===== config.mk =====
export PLATFORM = sky130hd
export DESIGN_NAME = floor_logic_top
export DESIGN_NICKNAME = d
export VERILOG_FILES = /design/src/common/car_pkg.sv /design/src/common/floor_pkg.sv /design/src/dispatch/request_latch.sv /design/src/dispatch/target_selector.sv /design/src/floor_logic_top.sv /design/src/motion_interlock.sv
export VERILOG_INCLUDE_DIRS = /design/src /design/src/common
export SDC_FILE = /design/constraint.sdc
export NUM_CORES = 1
export LEC_CHECK = 0
export BUFFER_PORTS_ARGS = -buffer_cell sky130_fd_sc_hd__buf_2
export CORE_MARGIN = 3
export CORE_UTILIZATION = 47
export CTS_CLUSTER_DIAMETER = 100
export DETAILED_ROUTE_END_ITERATION = 10
export PLACE_DENSITY = 0.77
export SLEW_MARGIN = 30
export SYNTH_ARGS = -nofsm -noshare
export SYNTH_HDL_FRONTEND = slang
export SYNTH_HIERARCHICAL = 1
export SYNTH_SLANG_ARGS = --single-unit

===== constraint.sdc =====
create_clock -name clock -period 1.9 [get_ports clock]
set_input_delay 0.38 -clock clock [delete_from_list [all_inputs] [get_ports clock]]
set_output_delay 0.38 -clock clock [all_outputs]
set_load 0.05 [all_outputs]

===== src/common/floor_logic_macros.svh =====
`ifndef FLOOR_LOGIC_MACROS_SVH
`define FLOOR_LOGIC_MACROS_SVH

////////////////////
// Building size
////////////////////

// Floors served, floor one up to floor eleven
`define FLOOR_COUNT 11

// Bits needed for a floor index
`define FLOOR_W 4

////////////////////
// Door gating
////////////////////

// Clocks from a door button to its permit
`define DOOR_GATE_LATENCY 1

`endif


===== src/common/car_pkg.sv =====
package car_pkg;

    ////////////////////
    // Car motion
    ////////////////////

    // Travel direction of the car
    typedef enum logic {
        DIR_DOWN = 1'b0,
        DIR_UP   = 1'b1
    } direction_t;

endpackage


===== src/common/floor_pkg.sv =====
`include "floor_logic_macros.svh"

package floor_pkg;

    ////////////////////
    // Floor encoding
    ////////////////////

    // Floor index, floor one is 0 and floor eleven is 10
    typedef logic [`FLOOR_W-1:0] floor_t;

    // One bit per floor, bit n is floor index n
    typedef logic [`FLOOR_COUNT-1:0] floor_mask_t;

    // Lowest and highest valid index
    localparam floor_t BOTTOM_FLOOR = floor_t'(0);
    localparam floor_t TOP_FLOOR = floor_t'(`FLOOR_COUNT - 1);

endpackage


===== src/dispatch/request_latch.sv =====
`timescale 1ns/100ps
`include "floor_logic_macros.svh"

module request_latch (
    input  logic                   clock,
    input  logic                   reset_n,
    input  floor_pkg::floor_mask_t buttons,
    input  floor_pkg::floor_t      current_floor,
    input  logic                   car_moving,
    input  logic                   service_enable,
    output floor_pkg::floor_mask_t lamps
);

    import floor_pkg::*;

    floor_mask_t here_mask;
    floor_mask_t stop_mask;

    // One-hot of the floor the car is at
    always_comb begin
        here_mask = '0;
        for (int i = 0; i < `FLOOR_COUNT; i++) begin
            here_mask[i] = (current_floor == floor_t'(i));
        end
    end

    // Stopped car blocks presses at its floor and clears that lamp
    assign stop_mask = car_moving ? '0 : here_mask;

    ////////////////////
    // Lamp register
    ////////////////////

    // Every press in the cycle is latched, clear wins over set
    always_ff @(posedge clock or negedge reset_n) begin
        if (!reset_n) begin
            lamps <= '0;
        end else if (service_enable) begin
            lamps <= (lamps | buttons) & ~stop_mask;
        end
    end

endmodule


===== src/dispatch/target_selector.sv =====
`timescale 1ns/100ps
`include "floor_logic_macros.svh"

module target_selector (
    input  logic                   clock,
    input  logic                   reset_n,
    input  floor_pkg::floor_mask_t hall_lamps,
    input  floor_pkg::floor_mask_t panel_lamps,
    input  floor_pkg::floor_t      current_floor,
    input  logic                   car_moving,
    input  logic                   service_enable,
    output floor_pkg::floor_t      target_floor,
    output car_pkg::direction_t    sweep_direction
);

    import floor_pkg::*;
    import car_pkg::*;

    floor_mask_t requests;
    floor_mask_t above;
    floor_mask_t below;
    logic        up_hit;
    logic        down_hit;
    floor_t      up_floor;
    floor_t      down_floor;
    logic        reselect;
    floor_t      next_target;
    direction_t  next_direction;

    // Hall calls and car panel share one request set
    assign requests = hall_lamps | panel_lamps;

    always_comb begin
        for (int i = 0; i < `FLOOR_COUNT; i++) begin
            above[i] = requests[i] && (floor_t'(i) > current_floor);
            below[i] = requests[i] && (floor_t'(i) < current_floor);
        end
    end

    ////////////////////
    // Nearest requests
    ////////////////////

    // Scanning downward leaves the lowest floor above the car
    always_comb begin
        up_hit   = 1'b0;
        up_floor = current_floor;
        for (int i = `FLOOR_COUNT - 1; i >= 0; i--) begin
            if (above[i]) begin
                up_hit   = 1'b1;
                up_floor = floor_t'(i);
            end
        end
    end

    // Scanning upward leaves the highest floor below the car
    always_comb begin
        down_hit   = 1'b0;
        down_floor = current_floor;
        for (int i = 0; i < `FLOOR_COUNT; i++) begin
            if (below[i]) begin
                down_hit   = 1'b1;
                down_floor = floor_t'(i);
            end
        end
    end

    ////////////////////
    // Sweep choice
    ////////////////////

    always_comb begin
        next_target    = current_floor;
        next_direction = sweep_direction;
        if (sweep_direction == DIR_UP && up_hit) begin
            next_target    = up_floor;
            next_direction = DIR_UP;
        end else if (down_hit) begin
            next_target    = down_floor;
            next_direction = DIR_DOWN;
        end else if (up_hit) begin
            next_target    = up_floor;
            next_direction = DIR_UP;
        end
    end

    // Only pick again once the car has reached its target
    assign reselect = service_enable && !car_moving && (target_floor == current_floor);

    always_ff @(posedge clock or negedge reset_n) begin
        if (!reset_n) begin
            target_floor    <= BOTTOM_FLOOR;
            sweep_direction <= DIR_UP;
        end else if (reselect) begin
            target_floor    <= next_target;
            sweep_direction <= next_direction;
        end
    end

endmodule


===== src/floor_logic_top.sv =====
`timescale 1ns/100ps

module floor_logic_top (
    input  logic                   clock,
    input  logic                   reset_n,
    input  floor_pkg::floor_mask_t floor_call_buttons,
    input  floor_pkg::floor_mask_t panel_buttons,
    input  logic                   door_open_btn,
    input  logic                   door_close_btn,
    input  logic                   emergency_btn,
    input  logic                   power_switch,
    input  logic                   car_moving,
    input  floor_pkg::floor_t      current_floor,
    output floor_pkg::floor_t      target_floor,
    output car_pkg::direction_t    travel_direction,
    output logic                   activate_elevator,
    output logic                   door_open_allowed,
    output logic                   door_close_allowed,
    output floor_pkg::floor_mask_t call_button_lights,
    output floor_pkg::floor_mask_t panel_button_lights
);

    logic service_enable;

    ////////////////////
    // Request lamps
    ////////////////////

    // Hall calls
    request_latch hall_bank (
        .clock          (clock),
        .reset_n        (reset_n),
        .buttons        (floor_call_buttons),
        .current_floor  (current_floor),
        .car_moving     (car_moving),
        .service_enable (service_enable),
        .lamps          (call_button_lights)
    );

    // Car panel destinations
    request_latch panel_bank (
        .clock          (clock),
        .reset_n        (reset_n),
        .buttons        (panel_buttons),
        .current_floor  (current_floor),
        .car_moving     (car_moving),
        .service_enable (service_enable),
        .lamps          (panel_button_lights)
    );

    ////////////////////
    // Dispatch
    ////////////////////

    // Stored sweep only steers the next choice, travel_direction comes from the interlock
    target_selector selector (
        .clock           (clock),
        .reset_n         (reset_n),
        .hall_lamps      (call_button_lights),
        .panel_lamps     (panel_button_lights),
        .current_floor   (current_floor),
        .car_moving      (car_moving),
        .service_enable  (service_enable),
        .target_floor    (target_floor),
        .sweep_direction ()
    );

    motion_interlock interlock (
        .clock              (clock),
        .reset_n            (reset_n),
        .power_switch       (power_switch),
        .emergency_btn      (emergency_btn),
        .door_open_btn      (door_open_btn),
        .door_close_btn     (door_close_btn),
        .car_moving         (car_moving),
        .current_floor      (current_floor),
        .target_floor       (target_floor),
        .service_enable     (service_enable),
        .activate_elevator  (activate_elevator),
        .travel_direction   (travel_direction),
        .door_open_allowed  (door_open_allowed),
        .door_close_allowed (door_close_allowed)
    );

endmodule


===== src/motion_interlock.sv =====
`timescale 1ns/100ps
`include "floor_logic_macros.svh"

module motion_interlock (
    input  logic                clock,
    input  logic                reset_n,
    input  logic                power_switch,
    input  logic                emergency_btn,
    input  logic                door_open_btn,
    input  logic                door_close_btn,
    input  logic                car_moving,
    input  floor_pkg::floor_t   current_floor,
    input  floor_pkg::floor_t   target_floor,
    output logic                service_enable,
    output logic                activate_elevator,
    output car_pkg::direction_t travel_direction,
    output logic                door_open_allowed,
    output logic                door_close_allowed
);

    import car_pkg::*;

    // Open permit in bit 1, close permit in bit 0
    logic [1:0] door_pipe [`DOOR_GATE_LATENCY];
    logic       door_gate;

    assign service_enable = power_switch && !emergency_btn;

    // Level request held until the car starts moving
    assign activate_elevator = service_enable && !car_moving && (target_floor != current_floor);
    assign travel_direction = (target_floor > current_floor) ? DIR_UP : DIR_DOWN;

    ////////////////////
    // Door permits
    ////////////////////

    assign door_gate = power_switch && !car_moving;

    always_ff @(posedge clock or negedge reset_n) begin
        if (!reset_n) begin
            for (int i = 0; i < `DOOR_GATE_LATENCY; i++) begin
                door_pipe[i] <= 2'b00;
            end
        end else begin
            door_pipe[0] <= {door_open_btn && door_gate, door_close_btn && door_gate};
            for (int i = 1; i < `DOOR_GATE_LATENCY; i++) begin
                door_pipe[i] <= door_pipe[i-1];
            end
        end
    end

    assign door_open_allowed  = door_pipe[`DOOR_GATE_LATENCY-1][1];
    assign door_close_allowed = door_pipe[`DOOR_GATE_LATENCY-1][0];

endmodule


==> metrics.txt <==
Slew HR 55.7%; Slowest-stage cell, CP dfrtp_2; most common cell after layout, fill and taps aside buf_2; drt total wl 6630 um; Compound-Gate Fraction of Synth Area 34.1%; Layout Cells excl Fill 392; largest net degree at the start of global routing 32; first-pass GRT wire length 10800 um; Starting Density 50.3%; DR pass1 iterations 4; Inserted Diodes 0; crit-path cells ha_4 > nor2b_4 > o211ai_1 > a21oi_4 > buf_6; Netlist cell types 59; Final Cell Area 0.00304 mm^2; max-slew violations 0; worst hold margin 0.125 ns; Max FO, Critical Path 2; Top Ports 63; area delta synth->final 46.1%; Slew @ Worst Pin 0.664 ns; Vias/cell 5.95; utilization after layout 73.4%; filler instances 319; Worst-path clk slew 0.07 ns; setup TNS -0.106 ns; commonest non-fill, non-tap cells in the layout buf_2 (56), buf_4 (53), a21oi_1 (40), nor2_1 (17), dfrtp_1 (16); crit start category flop; most area-consuming cells after synthesis dfrtp_1 (34%), a21oi_1 (9.8%), a31oi_1 (3.9%); Finish-stage setup viols 4; drt drc 0; maximum clock path buffer count 2; full die area 0.00527 mm^2; antenna-violating nets left 0; Max-Cap Viols 0; Crit Path Class reg -> out; Setup crit end kind output pin; RSZ-0062 raised after global routing yes; overall power 2.37 mW; EDFF count, synth 0; Worst Setup SP selector/target_floor[1]; via count 2334; placed inst area 0.00286 mm^2; height of the chip 72.6 um; fraction of layout cells with a size suffix above 1 50.6%; num rows 23; initial antenna violation count 0; Clock Latency Late Sink 0.28 ns; PwrDens 780 mW/mm^2; H-tree depth 2; Mapped Cells 231; HPWL Detailed 4940 um; cts bufs inserted 5; clk_skew 0.00512 ns; GR Overflow Total 0; routability congestion estimate from global placement 0.951; IO Port Bufs 62; failing checks setup timing; P_leak 1.26 nW; final net count 378; post-synthesis mux area share 0%; simple logic cell fraction of the synthesized area 22.6%; Async S/R FF share, synth 100%; DRT iter0 DRCs 156; drt wl/cell 16.9 um; CP Buf/Inv Count 1; final hold violations 0; core area 0.00414 mm^2; Critical Path RT 1.52 ns; delay-heaviest family, CP flip-flops; average size of a mapped cell 9.02 um^2; vias in the first global route 2334; post-layout minimum cycle time 1.96 ns; GRT Util Overall 26.0%; largest stage delay on the critical path 0.43 ns; status complete, but fails checks; Die Span X 72.6 um; area leader, netlist dfrtp_1; Yosys warnings 6; Reg area 742 um^2; multi-input logic area 0.00137 mm^2; Synth Flop Type dfrtp_1; Hold Crit Class in -> async; clk root buf clkbuf_8; Setup WS pre-CTS -0.238 ns; register area share after synthesis 34.9%; largest family of logic cells by synthesized area compound AO/OA/AOI/OAI gates; Syn Nets 268; XOR/XNOR share of the synthesized area 0.420%; clock sinks 29; crit share post-route 103%; Worst Slack Setup Final -0.0595 ns; adder-cell share of the synthesized area 2.40%; Hold Buf Count CTS 0; f_max 510 MHz; Worst R2R Start hall_bank/lamps[6]; mapped cell area 0.00208 mm^2; CTS tree done; dpl cells 379; CP Data Arrival Time 1.58 ns; worst IR drop on VDD 0.490 mV; Yosys reg bits 29; post-synth top area share 33.6%
what timing repair did:
item                       CTS  global route
resized for setup           12             6
pin swaps                    4             6
buffers inserted             1             4
setup endpoints to repair    4             7
gates cloned                 0             0
power breakdown:
group          internal, mW  switching (mW)
combinational         0.437           0.652
sequential            0.695          0.0851
clock                 0.252           0.253
total                  1.38           0.990
Yosys cell counts, types with 4 or more instances:
library cell  number
dfrtp_1           28
a21oi_1           41
o21ai_0            9
nor2_1            18
nor2b_1            6
nor4b_2            4
ha_1               4
nor3_1             4
and4bb_1           4
o21ai_1            4
o221ai_1           4
nand2_1            8
a211oi_1           4
inv_1             12
buf_4              4
a31oi_1           13
sequential cells by signal, summed over array words and instances (netlist names):
name / count
selector/target_floor: 4
interlock/door_pipe: 2
hall_bank/lamps: 11
selector/sweep_direction: 1
panel_bank/lamps: 11
routing by layer:
layer / track usage, % / wire (um)
met1: 34.7 / 2840
met2: 42.6 / 3230
met5: 0 / 0
met3: 4.55 / 448
met4: 8.40 / 114
cells by family (layout without fill, tap and decap cells):
logic type,after synthesis,count (layout)
fa+ha+maj,4,4
compound gates,108,108
simple gates,67,67
flops,29,29
buf+inv,22,133
xor+xnor,1,1
final timing paths:
path,to,slack [ns],depth (start not counted)
setup / recovery,travel_direction,-0.06,5
hold reg to reg,panel_bank/lamps[5],0.57,2
hold / removal,interlock/door_pipe[0],0.13,1
min in group clock,interlock/door_pipe[1],0.34,2
max in group asynchronous,selector/target_floor[3],1.30,1
setup reg to reg,selector/target_floor[0],-0.02,6
layout make-up:
type | count | area share [%]
clock buffers | 5 | 2.26
clock inverters | 3 | 0.576
inverters | 12 | 1.48
multi-input cells | 180 | 44.9
flip-flops and latches | 29 | 24.4
well taps | 50 | 2.06
repair buffers | 113 | 24.3
Power figures use the tool's default switching activity.
